$ cat src/ahblPkg.sv
/*
    AHB-Lite peripheral package
    bus request and slave response structs, peripheral select,
    memory map constants and register offsets shared by the subsystem
*/

package ahblPkg;

    // ------------------------------------------------------------------
    // bus structs
    // ------------------------------------------------------------------

    // address-phase request from the master
    typedef struct packed {
        logic [31:0] addr;
        logic [1:0]  trans;
        logic [2:0]  size;
        logic        write;
    } ahbReq_t;

    // data-phase answer of one slave
    typedef struct packed {
        logic [31:0] rData;
        logic        readyOut;
    } slaveResp_t;

    // one-hot peripheral select, all zero outside the region
    typedef struct packed {
        logic gpio;
        logic timer;
        logic unmapped;
    } periphSel_t;

    // ------------------------------------------------------------------
    // memory map
    // ------------------------------------------------------------------

    localparam logic [3:0]  REGION_PERIPH = 4'h4;   // addr[31:28]
    localparam logic [2:0]  SLOT_GPIO     = 3'd0;   // addr[26:24]
    localparam logic [2:0]  SLOT_TIMER    = 3'd3;

    // register offsets on addr[3:2]
    localparam logic [1:0]  OFS_GPIO_IN    = 2'd0;
    localparam logic [1:0]  OFS_GPIO_OUT   = 2'd1;
    localparam logic [1:0]  OFS_GPIO_OE    = 2'd2;
    localparam logic [1:0]  OFS_TMR_LOAD   = 2'd0;
    localparam logic [1:0]  OFS_TMR_CTRL   = 2'd1;
    localparam logic [1:0]  OFS_TMR_COUNT  = 2'd2;
    localparam logic [1:0]  OFS_TMR_STATUS = 2'd3;

    // default slave pattern
    localparam logic [31:0] UNMAPPED_DATA = 32'hBADDBEEF;
    localparam logic [1:0]  HTRANS_NONSEQ = 2'b10;

endpackage

$ cat src/ahblSplitter.sv
/*
    Peripheral address decoder
    turns the address phase into a one-hot select for GPIO, timer
    or the default slave; purely combinational
*/

module ahblSplitter (
    input  ahblPkg::ahbReq_t   busReq,
    output ahblPkg::periphSel_t periphSel
);
    import ahblPkg::*;

    // ------------------------------------------------------------------
    // address fields
    // ------------------------------------------------------------------

    logic [3:0] regionField;
    logic [2:0] slotField;
    logic       regionHit;

    assign regionField = busReq.addr[31:28];
    assign slotField   = busReq.addr[26:24];

    // only the peripheral nibble is decoded here
    assign regionHit = (regionField == REGION_PERIPH);

    // ------------------------------------------------------------------
    // slot decode
    // ------------------------------------------------------------------

    always_comb begin
        periphSel = '0;
        if (regionHit) begin
            case (slotField)
                SLOT_GPIO: begin
                    periphSel.gpio = 1'b1;
                end
                SLOT_TIMER: begin
                    periphSel.timer = 1'b1;
                end
                default: begin
                    // anything else in the region goes to the default slave
                    periphSel.unmapped = 1'b1;
                end
            endcase
        end
    end

endmodule

$ cat src/ahblGpio.sv
/*
    32-bit GPIO slave
    output and output-enable registers plus a two-flop synchronised
    copy of the input pins, zero wait states
*/

module ahblGpio (
    input  logic                HCLK,
    input  logic                reset,
    input  ahblPkg::ahbReq_t    busReq,
    input  logic                hSel,
    input  logic                hReady,
    input  logic [31:0]         hWData,
    output ahblPkg::slaveResp_t resp,
    input  logic [31:0]         gpioIn,
    output logic [31:0]         gpioOut,
    output logic [31:0]         gpioOe
);
    import ahblPkg::*;

    logic        addrPhase;
    logic        dataPhaseQ;
    logic        writeQ;
    logic [1:0]  ofsQ;
    logic        wrEn;
    logic [31:0] inMeta;
    logic [31:0] inSync;

    // ------------------------------------------------------------------
    // address phase capture
    // ------------------------------------------------------------------

    assign addrPhase = hSel && busReq.trans[1] && hReady;

    always_ff @(posedge HCLK) begin
        if (reset) begin
            dataPhaseQ <= 1'b0;
            writeQ     <= 1'b0;
            ofsQ       <= '0;
        end else if (hReady) begin
            dataPhaseQ <= addrPhase;
            if (addrPhase) begin
                writeQ <= busReq.write;
                ofsQ   <= busReq.addr[3:2];
            end
        end
    end

    assign wrEn = dataPhaseQ && writeQ;

    // ------------------------------------------------------------------
    // registers
    // ------------------------------------------------------------------

    always_ff @(posedge HCLK) begin
        if (reset) begin
            gpioOut <= '0;
            gpioOe  <= '0;
        end else if (wrEn) begin
            case (ofsQ)
                OFS_GPIO_OUT: gpioOut <= hWData;
                OFS_GPIO_OE:  gpioOe  <= hWData;
                default: ;
            endcase
        end
    end

    // pin synchroniser
    always_ff @(posedge HCLK) begin
        inMeta <= gpioIn;
        inSync <= inMeta;
    end

    // ------------------------------------------------------------------
    // read data
    // ------------------------------------------------------------------

    always_comb begin
        resp.readyOut = 1'b1;
        case (ofsQ)
            OFS_GPIO_IN:  resp.rData = inSync;
            OFS_GPIO_OUT: resp.rData = gpioOut;
            OFS_GPIO_OE:  resp.rData = gpioOe;
            default:      resp.rData = '0;
        endcase
    end

endmodule

$ cat src/ahblTimer.sv
/*
    Down-counting timer slave
    LOAD, CTRL, COUNT and STATUS registers; the count reloads on
    reaching zero and sets a sticky flag that drives the interrupt
*/

module ahblTimer (
    input  logic                HCLK,
    input  logic                reset,
    input  ahblPkg::ahbReq_t    busReq,
    input  logic                hSel,
    input  logic                hReady,
    input  logic [31:0]         hWData,
    output ahblPkg::slaveResp_t resp,
    output logic                timerIrq
);
    import ahblPkg::*;

    logic        addrPhase;
    logic        dataPhaseQ;
    logic        writeQ;
    logic [1:0]  ofsQ;
    logic        wrEn;

    logic [31:0] loadQ;
    logic        enableQ;
    logic [31:0] countQ;
    logic        flagQ;
    logic        expire;

    // ------------------------------------------------------------------
    // address phase capture
    // ------------------------------------------------------------------

    assign addrPhase = hSel && busReq.trans[1] && hReady;

    always_ff @(posedge HCLK) begin
        if (reset) begin
            dataPhaseQ <= 1'b0;
            writeQ     <= 1'b0;
            ofsQ       <= '0;
        end else if (hReady) begin
            dataPhaseQ <= addrPhase;
            if (addrPhase) begin
                writeQ <= busReq.write;
                ofsQ   <= busReq.addr[3:2];
            end
        end
    end

    assign wrEn = dataPhaseQ && writeQ;

    // ------------------------------------------------------------------
    // counter
    // ------------------------------------------------------------------

    assign expire = enableQ && (countQ == '0);

    always_ff @(posedge HCLK) begin
        if (reset) begin
            loadQ   <= '0;
            countQ  <= '0;
            enableQ <= 1'b0;
        end else begin
            if (wrEn && ofsQ == OFS_TMR_LOAD) begin
                // a new load restarts the count
                loadQ  <= hWData;
                countQ <= hWData;
            end else if (expire) begin
                countQ <= loadQ;
            end else if (enableQ) begin
                countQ <= countQ - 32'd1;
            end
            if (wrEn && ofsQ == OFS_TMR_CTRL) begin
                enableQ <= hWData[0];
            end
        end
    end

    // sticky expiry flag, expiry wins over a clear in the same cycle
    always_ff @(posedge HCLK) begin
        if (reset) begin
            flagQ <= 1'b0;
        end else if (expire) begin
            flagQ <= 1'b1;
        end else if (wrEn && ofsQ == OFS_TMR_STATUS && hWData[0]) begin
            flagQ <= 1'b0;
        end
    end

    assign timerIrq = flagQ;

    // ------------------------------------------------------------------
    // read data
    // ------------------------------------------------------------------

    always_comb begin
        resp.readyOut = 1'b1;
        case (ofsQ)
            OFS_TMR_LOAD:   resp.rData = loadQ;
            OFS_TMR_CTRL:   resp.rData = {31'd0, enableQ};
            OFS_TMR_COUNT:  resp.rData = countQ;
            OFS_TMR_STATUS: resp.rData = {31'd0, flagQ};
            default:        resp.rData = '0;
        endcase
    end

endmodule

$ cat src/ahblReadMux.sv
/*
    Read-return block
    holds the data-phase select and steers read data and ready
    back to the master; includes the default slave
*/

module ahblReadMux (
    input  logic                HCLK,
    input  logic                reset,
    input  ahblPkg::periphSel_t periphSel,
    input  logic                hReady,
    input  ahblPkg::slaveResp_t gpioResp,
    input  ahblPkg::slaveResp_t timerResp,
    output logic [31:0]         hRData,
    output logic                hReadyOut
);
    import ahblPkg::*;

    periphSel_t selQ;
    slaveResp_t muxResp;

    // select follows the address phase only when the bus advances
    always_ff @(posedge HCLK) begin
        if (reset) begin
            selQ <= '0;
        end else if (hReady) begin
            selQ <= periphSel;
        end
    end

    // ------------------------------------------------------------------
    // response steering
    // ------------------------------------------------------------------

    always_comb begin
        muxResp.rData    = '0;
        muxResp.readyOut = 1'b1;
        if (selQ.gpio) begin
            muxResp = gpioResp;
        end else if (selQ.timer) begin
            muxResp = timerResp;
        end else if (selQ.unmapped) begin
            // default slave answers at once with a fixed pattern
            muxResp.rData = UNMAPPED_DATA;
        end
    end

    assign hRData    = muxResp.rData;
    assign hReadyOut = muxResp.readyOut;

endmodule

$ cat src/periphSubsystem.sv
/*
    Peripheral subsystem top level
    address decode, GPIO and timer slaves and the read return,
    with returned ready fed back to the slaves as HREADY
*/

module periphSubsystem (
    input  logic             HCLK,
    input  logic             reset,
    input  ahblPkg::ahbReq_t busReq,
    input  logic [31:0]      hWData,
    output logic [31:0]      hRData,
    output logic             hReadyOut,
    input  logic [31:0]      gpioIn,
    output logic [31:0]      gpioOut,
    output logic [31:0]      gpioOe,
    output logic             timerIrq
);
    import ahblPkg::*;

    periphSel_t periphSel;
    slaveResp_t gpioResp;
    slaveResp_t timerResp;

    // ------------------------------------------------------------------
    // address decode
    // ------------------------------------------------------------------

    ahblSplitter splitter (
        .busReq    (busReq),
        .periphSel (periphSel)
    );

    // ------------------------------------------------------------------
    // slaves
    // ------------------------------------------------------------------

    ahblGpio gpio (
        .HCLK    (HCLK),
        .reset   (reset),
        .busReq  (busReq),
        .hSel    (periphSel.gpio),
        .hReady  (hReadyOut),
        .hWData  (hWData),
        .resp    (gpioResp),
        .gpioIn  (gpioIn),
        .gpioOut (gpioOut),
        .gpioOe  (gpioOe)
    );

    ahblTimer timer (
        .HCLK     (HCLK),
        .reset    (reset),
        .busReq   (busReq),
        .hSel     (periphSel.timer),
        .hReady   (hReadyOut),
        .hWData   (hWData),
        .resp     (timerResp),
        .timerIrq (timerIrq)
    );

    // ------------------------------------------------------------------
    // read return
    // ------------------------------------------------------------------

    ahblReadMux readMux (
        .HCLK      (HCLK),
        .reset     (reset),
        .periphSel (periphSel),
        .hReady    (hReadyOut),
        .gpioResp  (gpioResp),
        .timerResp (timerResp),
        .hRData    (hRData),
        .hReadyOut (hReadyOut)
    );

endmodule

$ cat config.mk
export PLATFORM = sky130hd
export DESIGN_NAME = periphSubsystem
export DESIGN_NICKNAME = d
export VERILOG_FILES = /design/src/ahblPkg.sv /design/src/ahblSplitter.sv /design/src/ahblGpio.sv /design/src/ahblTimer.sv /design/src/ahblReadMux.sv /design/src/periphSubsystem.sv
export SDC_FILE = /design/constraint.sdc
export NUM_CORES = 1
export LEC_CHECK = 0
export BUFFER_PORTS_ARGS = -buffer_cell sky130_fd_sc_hd__buf_2
export CORE_MARGIN = 2
export CORE_UTILIZATION = 54
export DETAILED_ROUTE_END_ITERATION = 6
export PLACE_DENSITY = 0.8
export SLEW_MARGIN = 30
export SYNTH_ARGS = -nofsm -noshare
export SYNTH_HDL_FRONTEND = slang
export SYNTH_SLANG_ARGS = --single-unit
$ cat constraint.sdc
create_clock -name HCLK -period 3.2 [get_ports HCLK]
set_clock_uncertainty 0.2 [all_clocks]
set_input_delay 0.32 -clock HCLK [delete_from_list [all_inputs] [get_ports HCLK]]
set_output_delay 0.32 -clock HCLK [all_outputs]
set_load 0.05 [all_outputs]
# --- Word-level counts from Yosys, hierarchy flattened ---
# Index checks and enable logic that the tools add are counted.
op_classes:
  mux: 14
  n_reduce_logical: 22
  n_addsub: 1
  eq_ne: 7
op_table:
  columns: ["cell", "count"]
  rows:
  - ["2-to-1 mux 32 bit", 5]
  - ["one-hot mux 32 bit (4 select lines)", 1]
  - ["one-hot mux 32 bit (3 select lines)", 1]
  - ["2-to-1 mux 33 bit", 1]
  - ["zero test 32 bit", 1]
  - ["subtractor 32 x 1 -> 32 bit, second input constant", 1]
  - ["logical AND 1 bit", 11]
  - ["AND reduction 2 bit", 4]
  - ["== test 2 bit, second input constant", 3]
  - ["2-to-1 mux 1 bit", 5]
  - ["== test 2 x 1 -> 1 bit, second input constant", 2]
  - ["== test 4 x 3 -> 1 bit, second input constant", 1]
  - ["zero test 2 bit", 2]
  - ["== test 3 x 2 -> 1 bit, second input constant", 1]
  - ["zero test 3 bit", 1]
  - ["2-to-1 mux 3 bit", 1]
  - ["nonzero test 3 bit", 1]
  - ["nonzero test 2 bit", 1]
  - ["OR reduction 2 bit", 1]
totals:
  inputBits: 104
  word_cells: 61
  reg_bits: 205

# --- Longest topological paths before layout ---
depth:
  ltp_word: 7
  mapped_depth: 10
  mapped_depth_nobuf: 8

# --- Modules after synthesis ---
# From an unflattened synthesis, not the netlist that was laid out.
unflattened:
  hier_cells: 1090
  area_unflattened_um2: 9731.8
modules_own_cells:
  columns: ["mod", "area_each_um2", "cells_per_inst", "n_inst"]
  rows:
  - ["ahblGpio", 4820.9, 438, 1]
  - ["ahblTimer", 4095.2, 539, 1]
  - ["ahblReadMux", 758.2, 106, 1]
  - ["ahblSplitter", 57.6, 7, 1]

# --- Worst setup path before layout ---
# OpenSTA, ideal clock, no wires.
synth_path:
  path_type: "register to output"
  start: "register timer.ofsQ[1]"
  end: "output hRData[14]"
  slack_ns: 0.028
  arrival_time_ns: 2.652
  path_stages_with_launch: 6
  cell_sequence: "dfxtp_1 -> clkbuf_1 -> clkbuf_1 -> buf_1 -> mux2i_1 -> o21ai_0"
synth_between:
  elab_chain_len: 4
  word_cells_on_any_way: 7
  classes_between: "eq/ne: 3; mux: 3; reduce/logical: 1"
synth_lines:
  columns: ["element", "line", "rtl"]
  rows:
  - ["start, declared", "ahblTimer.sv:22", "logic [1:0] ofsQ;"]
  - ["start signal, assigned", "ahblTimer.sv:46", "ofsQ <= busReq.addr[3:2];"]
  - ["== test 2 bit, or another cell as far along", "ahblTimer.sv:99", "case (ofsQ)"]
  - ["one-hot mux 32 bit (4 select lines) *", "ahblTimer.sv:99", null]
  - ["2-to-1 mux 32 bit *", "ahblReadMux.sv:40", "end else if (selQ.timer) begin"]
  - ["2-to-1 mux 33 bit *", "ahblReadMux.sv:38", "if (selQ.gpio) begin"]
  - ["end, declared", "periphSubsystem.sv:12", "output logic [31:0] hRData,"]
# Every way passes the cells marked *; elsewhere a longest branch is shown, timed or not.

# --- Final worst setup path ---
layout_path:
  start: "register gpio.ofsQ[0]"
  end: "output hRData[28]"
layout_between:
  elab_chain_len: 3
  word_cells_on_any_way: 5
  classes_between: "eq/ne: 2; mux: 2; reduce/logical: 1"
layout_lines:
  columns: ["element", "line", "rtl"]
  rows:
  - ["start, declared", "ahblGpio.sv:24", "logic [1:0] ofsQ;"]
  - ["start signal, assigned", "ahblGpio.sv:44", "ofsQ <= busReq.addr[3:2];"]
  - ["== test 2 bit, or another cell as far along", "ahblGpio.sv:80", "case (ofsQ)"]
  - ["one-hot mux 32 bit (3 select lines) *", "ahblGpio.sv:80", null]
  - ["2-to-1 mux 33 bit *", "ahblReadMux.sv:38", null]
# Marked as above.

==> results_dict.tcl <==
set metrics [dict create \
    critPathCaptureType "output port" \
    grt_pass1_wl_um 44240 \
    synth_top_area_cell "dfxtp_1" \
    crit_buf_inv 2 \
    synth_commonest_cells "nand2_1 (267), dfxtp_1 (205), a21oi_1 (110), o21ai_0 (73), clkbuf_1 (66)" \
    vias 8858 \
    min_from "reset" \
    gp_congestion 0.9642 \
    initial_core_util 0.5502 \
    dpl_cell_area_mm2 0.009794 \
    nFillCells 1171 \
    route.detailed.wl_per_inst_um 19.13 \
    vias_per_cell 5.874 \
    finalHoldViolCount 0 \
    path_delay_family "buffers and inverters" \
    routed_wl_um 28850 \
    ir_drop_mv 0.5701 \
    maxSlewHeadroom 0.4792 \
    required_ns 2.68 \
    r2r_slack_ns 0.19 \
    drtIter0Drc 1113 \
    die_w_um 131.0 \
    cts_buffers 22 \
    grt_usage 0.3299 \
    hpwl_um 18290 \
    grt_max_degree 72 \
    overflow 0 \
    drc 0 \
    num_rows 46 \
    fin_crit_sh 0.9413 \
    synthCells 1053 \
    io_pins 202 \
    hold_depth 4 \
    drive_gt1_frac 0.2161 \
    setup_violations 0 \
    crit_chain "buf_4 > mux2i_1 > o21ai_0 > a221o_1 > buf_2" \
    die-height_um 131.0 \
    clkSlewWorstSetupHoldPaths_ns 0.07 \
    power_mw 5.483 \
    syn-mean-instance-area_um2 8.270 \
    worstReg2RegEnd "timer.countQ[5]" \
    area_growth_pct 29.94 \
    syn_area_mm2 0.008708 \
    final_max_slew_viol_count 0 \
    cts_tree "built" \
    critical-path-max-stage-delay_ns 0.57 \
    postRouteAntennaNets 0 \
    seqCellArea_mm2 0.004108 \
    ys_types 63 \
    yosys-top-cells-area "dfxtp_1 (47%), nand2_1 (12%), a21oi_1 (6.3%)" \
    synthArstFlopShare 0 \
    synth_top_cell_area_share 0.4713 \
    synth_fp_nets 1158 \
    clock-sinks 205 \
    crit_slowest_cell "dfxtp_4" \
    rr_worst_depth 9 \
    antenna_found_initial 1 \
    status "complete, no violations" \
    worstMarginPinSlew_ns 0.7812 \
    synth.most_common_cell "nand2_1" \
    cp-start-kind "flop" \
    grt_setup_unrepaired "no" \
    cp.arrival_ns 2.49 \
    multi_input_area_mm2 0.004288 \
    firstDrtPassIters 6 \
    worstHoldEndpoint "timer.countQ[23]" \
    nNetsFinal 1380 \
    max_clock_freq_mhz 332.0 \
    clock_latency_ns 0.50 \
    rr_startpoint "timer.countQ[0]" \
    cp_max_fo 20 \
    portBuffers 173 \
    ctsRootBufferMaster "clkbuf_16" \
    post-route-min-period_ns 3.012 \
    ys_seq_area_frac 0.4713 \
    fin_area_mm2 0.01132 \
    core_region_area_mm2 0.01583 \
    leakagePower_nw 4.604 \
    dieArea_mm2 0.01716 \
    synth_flop_cell "dfxtp_1" \
    yosys_warnings 0 \
    synth_edf_count 0 \
    grt_pass1_vias 8202 \
    ys_ff_latch 205 \
    p_per_area_mw_per_mm2 484.5 \
    cap_violations 0 \
    criticalPathCategory "reg2out" \
    cts_max_path_buffers 3 \
    setup_tns_ns 0 \
    cts_setup_buffers 0 \
    hold_path.class "in2reg" \
    htree_levels 1 \
]
## logic make-up (layout without fill, tap and decap cells)
family                   count (synthesis)  count (layout)  synth area share
XOR/XNOR                                 9               9          0.009052
flip-flops                             205             205            0.4713
adder cells (fa/ha/maj)                  1               1          0.001437
AO/OA/AOI/OAI                          267             267            0.1845
AND/OR/NAND/NOR                        410             410            0.2063
multiplexers                            72              72           0.08750
other                                    1               2         0.0004306
buffers and inverters                   88             326           0.03951
## where the power goes
| group | internal (mW) | switching (mW) |
|---|---|---|
| combinational | 0.118 | 0.140 |
| clock | 1.57 | 1.04 |
| sequential | 2.59 | 0.0131 |
| total | 4.28 | 1.20 |
## repair_timing
| action | 4_1_cts | 5_1_grt |
|---|---|---|
| endpoints found under the hold margin | 152 | 0 |
| endpoints found under the setup margin | 0 | 10 |
| resized for setup | 0 | 2 |
| hold buffers | 76 | 0 |
## cells in the final DEF (no fill, tap or decap), types with 4 or more instances in the layout
master         count
a211oi_1           7
a21boi_0          12
a21oi_1          110
a221o_1           23
a31oi_1            6
and3_1             6
buf_2            172
buf_4             31
clkbuf_16         23
clkbuf_8           4
clkinv_2           6
dfxtp_1          204
dlygate4sd3_1     76
inv_1              6
mux2_2            23
mux2i_1           48
nand2_1          267
nand3_1           15
nor2_1            46
nor3_1            18
nor4_1            14
o21ai_0           73
o22ai_1           11
o31ai_1            6
or2_2              5
or3_1              9
or4_1              6
xnor2_1            8
## cell type report
cell class,instances,share of cell area
repair buffers,280,0.1656
well taps,216,0.02388
diodes,1,0.0002211
inverters,6,0.001990
clock buffers,30,0.05672
flip-flops and latches,205,0.3630
clock inverters,10,0.009620
multi-input cells,760,0.3789
## sequential cells by signal, summed over array words and instances, names as in the netlist
signal / cells
timer.ofsQ: 2
gpio.inSync: 32
timer.writeQ: 1
timer.enableQ: 1
gpio.dataPhaseQ: 1
gpio.gpioOe: 32
readMux.selQ: 3
gpio.gpioOut: 32
gpio.writeQ: 1
gpio.ofsQ: 2
gpio.inMeta: 32
timer.countQ: 32
timer.loadQ: 32
timer.dataPhaseQ: 1
timer.timerIrq: 1
## metal layers
layer / track usage / routed length [um] / up-vias
met1: 0.4483 / 11560 / 4065
met4: 0.1439 / 1347 / 0
li1: - / - / 4143
met2: 0.5136 / 13080 / 543
met5: 0 / 0 / -
met3: 0.06393 / 2863 / 107
## tightest hold or removal path, stage by stage
cell     delay (ns)
buf_4          0.10
nor2_1         0.12
nand2_1        0.09
nand3_1        0.06
## metrics by stage
| step | setup slack [ns] | cells | util | hold slack [ns] |
|---|---|---|---|---|
| after floorplan | 0.02778 | 1053 | - | 0.1096 |
| after detailed placement | 0.2806 | 1391 | 0.6188 | 0.1121 |
| final | 0.1879 | 1508 | 0.7149 | 0.02705 |
| after global placement | 0.3144 | 1391 | 0.6188 | 0.1108 |
| after CTS | 0.06026 | 1507 | 0.7143 | 0.009243 |
| after global routing | 0.08644 | 1508 | 0.7149 | 0.05740 |
## worst max path at each step
stage                     cells after the start       startpoint  slack, ns                to
after global routing                         10  timer.countQ[0]       0.09  timer.countQ[10]
after CTS                                     5     gpio.ofsQ[0]       0.06        hRData[19]
final                                         5     gpio.ofsQ[0]       0.19        hRData[28]
after floorplan                               5    timer.ofsQ[1]       0.03        hRData[14]
after global placement                       10  timer.countQ[0]       0.31  timer.countQ[10]
after detailed placement                     10  timer.countQ[0]       0.28  timer.countQ[10]
(Power assumes the default switching activity.)
